[src/source/midi_pkg.sv]
package midi_pkg;

    // upper nibble of a channel status byte, channel bits are ignored
    localparam logic [3:0] STATUS_NOTE_OFF = 4'h8;
    localparam logic [3:0] STATUS_NOTE_ON  = 4'h9;
    localparam logic [3:0] STATUS_CTRL     = 4'hB;

    // control change number for all notes off
    localparam logic [6:0] CTRL_ALL_NOTES_OFF = 7'd123;

    // kind of a decoded channel message
    typedef enum logic [1:0] {
        OP_NONE     = 2'd0,
        OP_NOTE_OFF = 2'd1,
        OP_NOTE_ON  = 2'd2,
        OP_CTRL     = 2'd3
    } midi_op_t;

    // one complete two-byte message
    // value is velocity for notes, controller value for control change
    typedef struct packed {
        midi_op_t   op;
        logic [6:0] key;
        logic [6:0] value;
    } midi_msg_t;

endpackage

[src/source/voice_pkg.sv]
package voice_pkg;

    // voice array size
    localparam int VOICES  = 8;
    localparam int VOICE_W = 3;

    // envelope level and mixed sum, sum holds VOICES * 127
    localparam int LEVEL_W = 7;
    localparam int MIX_W   = 10;

    // command from the note stack to one voice gate
    // start = 1 starts the voice, start = 0 releases it
    typedef struct packed {
        logic               start;
        logic [VOICE_W-1:0] voice;
        logic [6:0]         key;
        logic [6:0]         velocity;
    } voice_cmd_t;

endpackage

[src/source/midi_decoder.sv]
`timescale 1ns/1ps

module midi_decoder
    import midi_pkg::*;
(
    input  logic       reg_clk,
    input  logic       reset_reg_N,
    input  logic [7:0] midi_byte,
    input  logic       midi_valid,
    output midi_msg_t  msg,
    output logic       msg_valid
);

    typedef enum logic {
        SLOT_KEY,
        SLOT_VALUE
    } slot_t;

    midi_op_t   run_op;
    midi_op_t   status_op;
    slot_t      slot;
    logic [6:0] held_key;
    logic       data_byte;

    // only note off, note on and control change keep a running status
    always_comb begin
        case (midi_byte[7:4])
            STATUS_NOTE_OFF: status_op = OP_NOTE_OFF;
            STATUS_NOTE_ON:  status_op = OP_NOTE_ON;
            STATUS_CTRL:     status_op = OP_CTRL;
            default:         status_op = OP_NONE;
        endcase
    end

    // data bytes count only while a status is held
    assign data_byte = midi_valid && !midi_byte[7] && (run_op != OP_NONE);

    always_ff @(posedge reg_clk) begin
        if (!reset_reg_N) begin
            run_op    <= OP_NONE;
            slot      <= SLOT_KEY;
            msg_valid <= 1'b0;
        end else begin
            msg_valid <= 1'b0;
            if (midi_valid && midi_byte[7]) begin
                run_op <= status_op;
                slot   <= SLOT_KEY;
            end else if (data_byte) begin
                if (slot == SLOT_KEY) begin
                    slot <= SLOT_VALUE;
                end else begin
                    // message complete, status stays for the next pair
                    msg_valid <= 1'b1;
                    slot      <= SLOT_KEY;
                end
            end
        end
    end

    always_ff @(posedge reg_clk) begin
        if (data_byte) begin
            if (slot == SLOT_KEY) begin
                held_key <= midi_byte[6:0];
            end else begin
                msg <= '{op: run_op, key: held_key, value: midi_byte[6:0]};
            end
        end
    end

endmodule

[src/source/note_stack.sv]
`timescale 1ns/1ps

module note_stack
    import midi_pkg::*;
    import voice_pkg::*;
(
    input  logic              reg_clk,
    input  logic              reset_reg_N,
    input  midi_msg_t         msg,
    input  logic              msg_valid,
    input  logic [VOICES-1:0] voice_idle,
    output logic [VOICES-1:0] key_on,
    output voice_cmd_t        cmd,
    output logic              cmd_valid,
    output logic              all_off
);

    // key held by each voice, valid where key_on is set
    logic [6:0]         key_tab [VOICES];
    // on-voices, oldest at index 0
    logic [VOICE_W-1:0] age_q [VOICES];
    logic [VOICE_W:0]   age_cnt;

    logic [VOICES-1:0]  key_hit;
    logic               hit_found;
    logic [VOICE_W-1:0] hit_voice;
    logic [VOICES-1:0]  free_mask;
    logic [VOICES-1:0]  open_mask;
    logic [VOICE_W-1:0] sel_voice;
    logic               is_start;
    logic               is_release;
    logic               is_clear;
    logic [VOICE_W-1:0] q_next [VOICES];
    logic [VOICE_W:0]   cnt_next;

    function automatic logic [VOICE_W-1:0] lowest(input logic [VOICES-1:0] mask);
        logic [VOICE_W-1:0] idx;
        idx = '0;
        for (int i = VOICES - 1; i >= 0; i--) begin
            if (mask[i]) begin
                idx = VOICE_W'(i);
            end
        end
        return idx;
    endfunction

    always_comb begin
        for (int v = 0; v < VOICES; v++) begin
            key_hit[v] = key_on[v] && (key_tab[v] == msg.key);
        end
    end

    assign hit_found = |key_hit;
    assign hit_voice = lowest(key_hit);
    assign free_mask = voice_idle & ~key_on;
    assign open_mask = ~key_on;

    // note on with velocity 0 is a note off
    assign is_clear   = msg_valid && (msg.op == OP_CTRL) && (msg.key == CTRL_ALL_NOTES_OFF);
    assign is_start   = msg_valid && (msg.op == OP_NOTE_ON) && (msg.value != '0);
    assign is_release = msg_valid && hit_found &&
                        ((msg.op == OP_NOTE_OFF) || ((msg.op == OP_NOTE_ON) && (msg.value == '0)));

    // a held key is retriggered on its own voice, so a key sits on one voice at most
    always_comb begin
        if (hit_found) begin
            sel_voice = hit_voice;
        end else if (|free_mask) begin
            sel_voice = lowest(free_mask);
        end else if (|open_mask) begin
            // still releasing, cut short
            sel_voice = lowest(open_mask);
        end else begin
            // all held, steal the oldest
            sel_voice = age_q[0];
        end
    end

    // drop the selected voice from the queue, then append it again on a start
    always_comb begin
        int n;
        n = 0;
        for (int i = 0; i < VOICES; i++) begin
            q_next[i] = age_q[i];
        end
        for (int i = 0; i < VOICES; i++) begin
            if ((i < int'(age_cnt)) && (age_q[i] != sel_voice)) begin
                q_next[n] = age_q[i];
                n++;
            end
        end
        if (is_start && (n < VOICES)) begin
            q_next[n] = sel_voice;
            n++;
        end
        cnt_next = n[VOICE_W:0];
    end

    always_ff @(posedge reg_clk) begin
        if (!reset_reg_N) begin
            key_on    <= '0;
            age_cnt   <= '0;
            cmd_valid <= 1'b0;
            all_off   <= 1'b0;
        end else begin
            cmd_valid <= is_start || is_release;
            all_off   <= is_clear;
            if (is_clear) begin
                key_on  <= '0;
                age_cnt <= '0;
            end else if (is_start || is_release) begin
                key_on[sel_voice] <= is_start;
                age_cnt           <= cnt_next;
            end
        end
    end

    always_ff @(posedge reg_clk) begin
        if (is_start || is_release) begin
            age_q <= q_next;
            cmd   <= '{start: is_start, voice: sel_voice, key: msg.key, velocity: msg.value};
        end
        if (is_start) begin
            key_tab[sel_voice] <= msg.key;
        end
    end

endmodule

[src/source/voice_gate.sv]
`timescale 1ns/1ps

module voice_gate
    import voice_pkg::*;
#(
    parameter int VOICE_ID = 0
) (
    input  logic               reg_clk,
    input  logic               reset_reg_N,
    input  voice_cmd_t         cmd,
    input  logic               cmd_valid,
    input  logic               all_off,
    output logic [LEVEL_W-1:0] level,
    output logic               voice_idle
);

    logic               gate;
    logic [6:0]         key;
    logic [LEVEL_W-1:0] target;
    logic               hit;

    assign hit = cmd_valid && (cmd.voice == VOICE_W'(VOICE_ID));

    always_ff @(posedge reg_clk) begin
        if (!reset_reg_N) begin
            gate  <= 1'b0;
            level <= '0;
        end else begin
            if (all_off) begin
                gate <= 1'b0;
            end else if (hit && cmd.start) begin
                gate <= 1'b1;
            end else if (hit && (cmd.key == key)) begin
                // release only for the key this voice is playing
                gate <= 1'b0;
            end

            // linear attack toward target, release toward zero
            if (gate) begin
                if (level < target) begin
                    level <= level + 1'b1;
                end else if (level > target) begin
                    level <= level - 1'b1;
                end
            end else if (level != '0) begin
                level <= level - 1'b1;
            end
        end
    end

    always_ff @(posedge reg_clk) begin
        if (hit && cmd.start) begin
            key    <= cmd.key;
            target <= cmd.velocity;
        end
    end

    assign voice_idle = !gate && (level == '0);

endmodule

[src/source/voice_mixer.sv]
`timescale 1ns/1ps

module voice_mixer
    import voice_pkg::*;
(
    input  logic                             reg_clk,
    input  logic                             reset_reg_N,
    input  logic [VOICES-1:0][LEVEL_W-1:0]   levels,
    output logic [MIX_W-1:0]                 mix_out,
    output logic [3:0]                       active_voices
);

    logic [MIX_W-1:0] sum;
    logic [3:0]       count;

    // adder chain over all voices
    always_comb begin
        sum   = '0;
        count = '0;
        for (int v = 0; v < VOICES; v++) begin
            sum = sum + MIX_W'(levels[v]);
            if (levels[v] != '0) begin
                count = count + 4'd1;
            end
        end
    end

    always_ff @(posedge reg_clk) begin
        if (!reset_reg_N) begin
            mix_out       <= '0;
            active_voices <= '0;
        end else begin
            mix_out       <= sum;
            active_voices <= count;
        end
    end

endmodule

[src/source/synth_voice_top.sv]
`timescale 1ns/1ps

module synth_voice_top
    import midi_pkg::*;
    import voice_pkg::*;
(
    input  logic              reg_clk,
    input  logic              reset_reg_N,
    input  logic [7:0]        midi_byte,
    input  logic              midi_valid,
    output logic [VOICES-1:0] key_on,
    output logic [MIX_W-1:0]  mix_out,
    output logic [3:0]        active_voices
);

    midi_msg_t                      msg;
    logic                           msg_valid;
    voice_cmd_t                     cmd;
    logic                           cmd_valid;
    logic                           all_off;
    logic [VOICES-1:0]              voice_idle;
    logic [VOICES-1:0][LEVEL_W-1:0] levels;

    midi_decoder u_decoder (
        .reg_clk     (reg_clk),
        .reset_reg_N (reset_reg_N),
        .midi_byte   (midi_byte),
        .midi_valid  (midi_valid),
        .msg         (msg),
        .msg_valid   (msg_valid)
    );

    note_stack u_note_stack (
        .reg_clk     (reg_clk),
        .reset_reg_N (reset_reg_N),
        .msg         (msg),
        .msg_valid   (msg_valid),
        .voice_idle  (voice_idle),
        .key_on      (key_on),
        .cmd         (cmd),
        .cmd_valid   (cmd_valid),
        .all_off     (all_off)
    );

    // one gate and envelope per voice
    for (genvar g = 0; g < VOICES; g++) begin : g_voice
        voice_gate #(
            .VOICE_ID (g)
        ) u_voice (
            .reg_clk     (reg_clk),
            .reset_reg_N (reset_reg_N),
            .cmd         (cmd),
            .cmd_valid   (cmd_valid),
            .all_off     (all_off),
            .level       (levels[g]),
            .voice_idle  (voice_idle[g])
        );
    end

    voice_mixer u_mixer (
        .reg_clk       (reg_clk),
        .reset_reg_N   (reset_reg_N),
        .levels        (levels),
        .mix_out       (mix_out),
        .active_voices (active_voices)
    );

endmodule

[config.mk]
export PLATFORM = sky130hd
export DESIGN_NAME = synth_voice_top
export DESIGN_NICKNAME = d
export VERILOG_FILES = /design/src/source/midi_pkg.sv /design/src/source/voice_pkg.sv /design/src/source/midi_decoder.sv /design/src/source/note_stack.sv /design/src/source/voice_gate.sv /design/src/source/voice_mixer.sv /design/src/source/synth_voice_top.sv
export SDC_FILE = /design/constraint.sdc
export NUM_CORES = 1
export LEC_CHECK = 0
export BUFFER_PORTS_ARGS = -buffer_cell sky130_fd_sc_hd__buf_2
export CAP_MARGIN = 5
export CORE_MARGIN = 3
export CORE_UTILIZATION = 42
export DETAILED_ROUTE_END_ITERATION = 10
export GPL_TIMING_DRIVEN = 0
export PLACE_DENSITY_LB_ADDON = 0.3
export SLEW_MARGIN = 20
export SYNTH_ARGS = -nofsm -noshare
export SYNTH_HDL_FRONTEND = slang
export SYNTH_HIERARCHICAL = 1
export SYNTH_SLANG_ARGS = --single-unit
export TNS_END_PERCENT = 5
[constraint.sdc]
create_clock -name reg_clk -period 9.4 [get_ports reg_clk]
set_input_delay 0.47 -clock reg_clk [delete_from_list [all_inputs] [get_ports reg_clk]]
set_output_delay 0.47 -clock reg_clk [all_outputs]
set_load 0.02 [all_outputs]
Word level (Yosys, flattened, before mapping)
Memories as Yosys holds them, arrays and structs flattened.
Cells that the tools add are included.
Word-level totals
  register bits: 273
  latch bits: 0
  RAM bits: 56
  ROM bits: 0
  bits of input ports: 11
  output and inout bits: 22
  logic and storage cells: 462
  memories kept: 1
Memory list
  u_note_stack.key_tab: words 8, bits a word 7, read ports 8, clocked after Yosys merged registers in 0, wr ports 1, line note_stack.sv:19  | logic [6:0] key_tab [VOICES];
Cells by class
  add/subtract/negate cells: 38
  multiply operators: 0
  divide/modulo/power cells: 0
  order comparisons: 43
  eq/ne operators: 46
  shift operators: 0
  multiplexer cells: 132
  bitwise logic cells: 13
  reductions and logical operators: 132
Operator list (count)
  32-bit by 4-bit greater-or-equal comparator with 1-bit output, second input constant: 8
  32-bit by 1-bit less-than comparator with 1-bit output, second input constant: 8
  32-bit 2-to-1 mux: 7
  7-bit 2-to-1 mux: 32
  32-bit inverter: 7
  32-bit by 2-bit adder with 32-bit output, second input constant: 6
  24-bit bitwise mux: 8
  24-bit 2-to-1 mux: 8
  7-bit equality test: 16
  3-bit 2-to-1 mux: 35
  3-bit demux with 3-bit select: 8
  1-bit logical AND: 68
  7-bit zero test: 9
  7-bit nonzero test: 9
  10-bit by 7-bit adder with 10-bit output: 6
  7-bit by 1-bit adder with 7-bit output, second input constant: 8
  7-bit > comparator: 8
  7-bit less-than comparator: 8
  7-bit by 1-bit subtractor with 7-bit output, second input constant: 8
  2-bit nonzero test: 17
  32-bit by 5-bit less-than comparator with 1-bit output, second input constant: 1
  4-bit 2-to-1 mux: 8
  1-bit inverter with 32-bit output: 1
  4-bit by 1-bit adder with 4-bit output, second input constant: 6
  other kinds (31): 104

Logic depth before layout (Yosys ltp)
  depth in word-level cells: 37
  depth in mapped cells: 36

By module
The synthesis kept the hierarchy.
Modules (own cells, without submodules)
  note_stack: instances 1, cells each 744, area each 7982.7 um^2, seq. area each 3223.1 um^2
  voice_gate (g_voice[1].u_voice ...): instances 3, cells each 130, area each 1350.0 um^2, seq. area each 580.6 um^2
  voice_gate (g_voice[0].u_voice ...): instances 2, cells each 130, area each 1348.8 um^2, seq. area each 580.6 um^2
  voice_mixer: instances 1, cells each 263, area each 2421.1 um^2, seq. area each 280.3 um^2
  voice_gate (g_voice[4].u_voice): instances 1, cells each 131, area each 1348.8 um^2, seq. area each 580.6 um^2
  voice_gate (g_voice[6].u_voice): instances 1, cells each 129, area each 1337.5 um^2, seq. area each 580.6 um^2
  voice_gate (g_voice[5].u_voice): instances 1, cells each 130, area each 1330.0 um^2, seq. area each 580.6 um^2
  midi_decoder: instances 1, cells each 42, area each 877.1 um^2, seq. area each 770.7 um^2

Worst setup path after synthesis
OpenSTA, ideal clock, no wires.
  kind: register to register
  from: register g_voice[2].u_voice.level[0]
  to: register u_note_stack/age_q[10] in the netlist's numbering (data pin)
  library setup time: 260 ps
  arrival: 7329 ps
  data required time: 9140 ps
  slack: 1810 ps
  cell stages (with the launch flop): 35
  path buffers: 1
  period minus slack after synthesis: 7590 ps
  cell sequence: dfxtp_1 -> inv_1 -> ha_1 -> and3_1 -> buf_6 -> nand2b_1 -> o2111ai_1 -> o41ai_1 -> a32oi_1 -> o211a_1 -> or3_1 -> a211o_2 -> o21ai_0 -> ha_1 -> xnor2_2 -> inv_1 -> ha_1 -> inv_1 -> nand2_1 -> o21ai_2 -> inv_1 -> ha_1 -> nand2_1 -> nand2_1 -> ha_1 -> inv_1 -> mux2_2 -> o21ai_2 -> ha_1 -> mux2_2 -> ha_1 -> or4b_4 -> mux2i_4 -> nand2_2 -> mux2_4
RTL lines
  from (decl): line voice_gate.sv:13  | output logic [LEVEL_W-1:0] level,
  from (signal assigned): line voice_gate.sv:41  | level <= level + 1'b1;
  from (signal assigned): line voice_gate.sv:43  | level <= level - 1'b1;
  from (signal assigned): line voice_gate.sv:46  | level <= level - 1'b1;
  to (signal assigned): line note_stack.sv:120  | age_q <= q_next;
  to (decl): line note_stack.sv:21  | logic [VOICE_W-1:0] age_q [VOICES];

==> impl_results.md <==
- Max-cap violation count: 0
- Total wire length: 55.7 mm
- CP top delay family: adder cells
- Startpoint types: register
- Total global-route track usage: 19.7%
- Area Growth Syn to Fin: 10.6%
- Final period utilization: 93.2%
- Post-Synth Adder-Cell Area: 9.57%
- Cell mode on critical path: ha_1
- Final ANT Viol Nets: 0
- FF-to-FF End: u_note_stack/age_q[4]$_DFFE_PP_
- Setup Buffers After CTS: 0
- Hold Crit Class: input pin to register
- Die ar.: 55300 um^2
- Routability congestion estimate: 0.907
- Placeable core area: 51600 um^2
- Sink Count: 329
- Crit-path max FO: 11
- Yosys warnings: 6
- # H-tree levels: 2
- Clk buf depth: 3
- CP Buf/Inv Count: 6
- Routed vias: 16500
- Total global routing overflow: 0
- Nets: 2319
- CTS tree: built
- Syn Area/Cell: 10.6 um^2
- Crit. End Element: register
- DR WL/cell: 19.4 um
- Post-synth net total: 2244
- Arr. time, crit path: 9070 ps
- Detailed placement HPWL: 40.6 mm
- Setup Skew: 17.8 ps
- Min Tclk post-route: 8760 ps
- Setup TNS: 0 ps
- Max-Slew Margin vs Limit: 34.3%
- Maximum VDD drop: 0.000305 V
- Worst-Skew Late Latency: 570 ps
- Reg-to-reg startpoint: g_voice[2].u_voice/level[1]$_SDFFE_PN0P_
- Largest family of logic cells by synthesized area: simple AND/OR/NAND/NOR gates
- Unrepaired setup endpoints after global routing: no
- Pwr/cell area: 335 nW/um^2
- XOR/XNOR share of the synthesized area: 7.35%
- Hold path depth: 1
- Initial antenna violation count: 0
- Clock-pin slew on the worst setup and hold paths: 60 ps
- Hold Path Origin: midi_byte[0]
- Vias in the first global route: 16100
- Row cnt: 83
- Data required time of the worst path: 9710 ps
- #FFs+latches synth: 329
- Clock root cell: clkbuf_16
- Synthesized cell area: 22000 um^2
- Post-synthesis sequential area ratio: 40.5%
- PortBufs: 32
- Pre-Repair DR Iteration Count: 6
- First DRT Iteration DRCs: 1435
- Worst-Margin Slew: 982 ps
- Peak Freq: 114 MHz
- CTS Buf Count: 39
- Synth Flop Type: edfxtp_1
- Largest net degree at the start of global routing: 31
- Critical path type: register to register
- Die height: 235 um
- Global-route wire length before repair: 88.1 mm
- Status: finished, final reports clean
- Final Hold Viols: 0
- Critical path depth: 34
- Remaining DRCs: 0
- Hold endpoint: u_decoder/held_key[0]$_DFFE_PP_
- DR vias/cell: 5.74
- Max incr delay on CP: 670 ps
- Post-synth ARST share: 0%
- Worst r2r path cells: 34
- Final setup viols: 0
- Starting Density: 42.7%
- Placement Cell Area: 23100 um^2
- Synth cell types: 100
- EDFF count, synth: 233
- Synth Area in Simple Gates: 16.4%
- Cells after Synth: 2089
- Layout cells sized above 1: 15.5%
- Boundary pin count: 33
- Fin. max-slew vios: 0
- Crit-path slowest cell: dfxtp_1
- Die X: 235 um
- Leak Pwr: 9.30 nW
- Mux cell area share after synthesis: 8.31%
- Post-synthesis compound-gate area fraction: 12.5%
- R2R Setup Slk: 640 ps
- Post-route cell area: 24400 um^2
## per-stage QoR
stage               power (mW)  setup WS, ps  hold slack [ps]  std cells  util (%)
floorplan                 5.64          1810              400       2089         -
global placement          6.55           824              405       2801      44.7
detailed placement        6.69           665              405       2803      44.7
CTS                       8.26           650             77.2       2874      47.2
global route              8.94          87.3             83.9       2874      47.2
finish                    8.18           643              105       2875      47.2
## worst reg2reg max path: cells and delay by family, from the launching register on
kind	cells	cell delay [ps]
AOI/OAI and AO/OA	7	1520
xor gates and xnor gates	2	600
adders and majority gates	7	2150
buffers and inverters	6	640
DFF	1	670
muxes	4	1210
and+or+nand+nor	8	1720
## flip-flops by register name, summed over array words and instances (netlist names), 2 cells and up
signal / count
u_decoder/msg: 16
g_voice.u_voice/key: 56
g_voice.u_voice/gate: 8
u_decoder/held_key: 7
u_note_stack/age_cnt: 4
u_note_stack/key_on: 8
g_voice.u_voice/target: 56
u_mixer/active_voices: 4
u_note_stack/age_q: 24
u_note_stack/key_tab: 56
u_note_stack/cmd: 18
g_voice.u_voice/level: 56
u_decoder/run_op: 2
u_mixer/mix_out: 10
## cells by family (layout without fill, tap and decap cells)
logic type | count (synthesis) | after routing
and+or+nand+nor | 652 | 652
AOI/OAI and AO/OA | 364 | 364
DFF | 329 | 329
buffers and inverters | 262 | 367
muxes | 170 | 170
xor gates and xnor gates | 168 | 168
adders and majority gates | 144 | 144
other | 0 | 1
## worst max-delay path by stage
stage | startpoint | to
floorplan | g_voice[2].u_voice/level[0]$_SDFFE_PN0P_ | u_note_stack/age_q[10]$_DFFE_PP_
global placement | g_voice[2].u_voice/level[0]$_SDFFE_PN0P_ | u_note_stack/age_q[22]$_DFFE_PP_
detailed placement | g_voice[2].u_voice/level[0]$_SDFFE_PN0P_ | u_note_stack/age_q[22]$_DFFE_PP_
CTS | g_voice[2].u_voice/level[0]$_SDFFE_PN0P_ | u_note_stack/age_q[10]$_DFFE_PP_
global route | u_decoder/msg[10]$_DFFE_PP_ | u_note_stack/age_q[22]$_DFFE_PP_
finish | g_voice[2].u_voice/level[1]$_SDFFE_PN0P_ | u_note_stack/age_q[4]$_DFFE_PP_
## power by group
group / total [mW] / internal (mW) / switching, mW
Sequential: 1.96 / 1.68 / 0.279
Combinational: 4.69 / 2.11 / 2.58
Clock: 1.53 / 0.907 / 0.622
## routing by layer
layer | up-vias | global-route usage, % | part of all wire [%]
met5 | - | 0 | 0
met4 | 0 | 6.14 | 3.0
met3 | 120 | 2.87 | 5.7
met2 | 536 | 32.1 | 46
met1 | 8021 | 27.1 | 45
li1 | 7812 | - | -
## final cells by class
cell class                      count  area, um^2
Clock buffer                       42         987
Timing Repair Buffer               34         185
Buffer                             76         497
Sequential cell                   329        8920
Multi-Input combinational cell   1498       11900
Inverter                          186         698
Tap cell                          680         851
Antenna cell                        1        2.50
Fill cell                        4657       27200
Clock inverter                     29         305
## cells in the final DEF (no fill, tap or decap), drive strengths merged, types with 8 or more instances in the layout
| cell type | n |
|---|---|
| nand4 | 59 |
| nor4 | 45 |
| a31oi | 17 |
| nand2 | 134 |
| buf | 97 |
| a21oi | 89 |
| mux2 | 83 |
| and2 | 35 |
| or3 | 23 |
| nor3b | 16 |
| dfxtp | 96 |
| nor3 | 45 |
| nand3b | 9 |
| fa | 41 |
| nand3 | 56 |
| o2111ai | 9 |
| o211ai | 15 |
| o311ai | 17 |
| a211oi | 36 |
| clkbuf | 55 |
| o31ai | 18 |
| clkinv | 17 |
| xnor2 | 74 |
| nor2 | 104 |
| xor2 | 89 |
| nand2b | 47 |
| and3 | 18 |
| or4 | 30 |
| inv | 191 |
| o22ai | 9 |
| ha | 103 |
| o21ai | 60 |
| nor2b | 8 |
| o41ai | 11 |
| edfxtp | 233 |
| a21o | 18 |
| o21a | 31 |
| mux2i | 87 |
## cell usage after synthesis, types with 9 or more instances
| cell | n | area (um^2) |
|---|---|---|
| mux2_2 | 75 | 845 |
| a21o_1 | 18 | 135 |
| nor3_1 | 45 | 225 |
| buf_1 | 14 | 52.6 |
| a211oi_1 | 26 | 195 |
| o22ai_1 | 9 | 56.3 |
| o21ai_2 | 10 | 87.6 |
| nand3_1 | 56 | 280 |
| o311ai_1 | 14 | 123 |
| buf_2 | 16 | 80.1 |
| nand2_1 | 129 | 484 |
| inv_1 | 178 | 668 |
| ha_1 | 103 | 1290 |
| xnor2_1 | 69 | 604 |
| o2111ai_1 | 9 | 78.8 |
| nor3b_1 | 15 | 113 |
| buf_4 | 15 | 113 |
| o31ai_1 | 18 | 135 |
| edfxtp_1 | 233 | 7000 |
| fa_1 | 41 | 821 |
| nor2_1 | 103 | 387 |
| o21a_1 | 31 | 233 |
| o21ai_0 | 37 | 185 |
| nand2b_1 | 47 | 294 |
| and3_1 | 10 | 62.6 |
| a31oi_1 | 17 | 106 |
| xor2_1 | 88 | 771 |
| a21oi_1 | 56 | 280 |
| o211ai_1 | 14 | 105 |
| buf_6 | 18 | 203 |
| clkbuf_1 | 13 | 48.8 |
| and2_1 | 34 | 213 |
| o21ai_1 | 13 | 65.1 |
| or4_1 | 18 | 135 |
| nand4_1 | 59 | 369 |
| dfxtp_1 | 96 | 1920 |
| mux2i_1 | 86 | 861 |
| or4_4 | 11 | 124 |
| a211oi_2 | 10 | 125 |
| a21oi_2 | 27 | 236 |
| nor4_1 | 43 | 269 |
| or3_1 | 23 | 144 |
| o41ai_1 | 11 | 96.3 |
## repair_timing
item,CTS,global route
resized for setup,0,1
endpoints found under the setup margin,0,6
hold buffers,0,0
No activity file was read; power rests on OpenSTA's default activity.
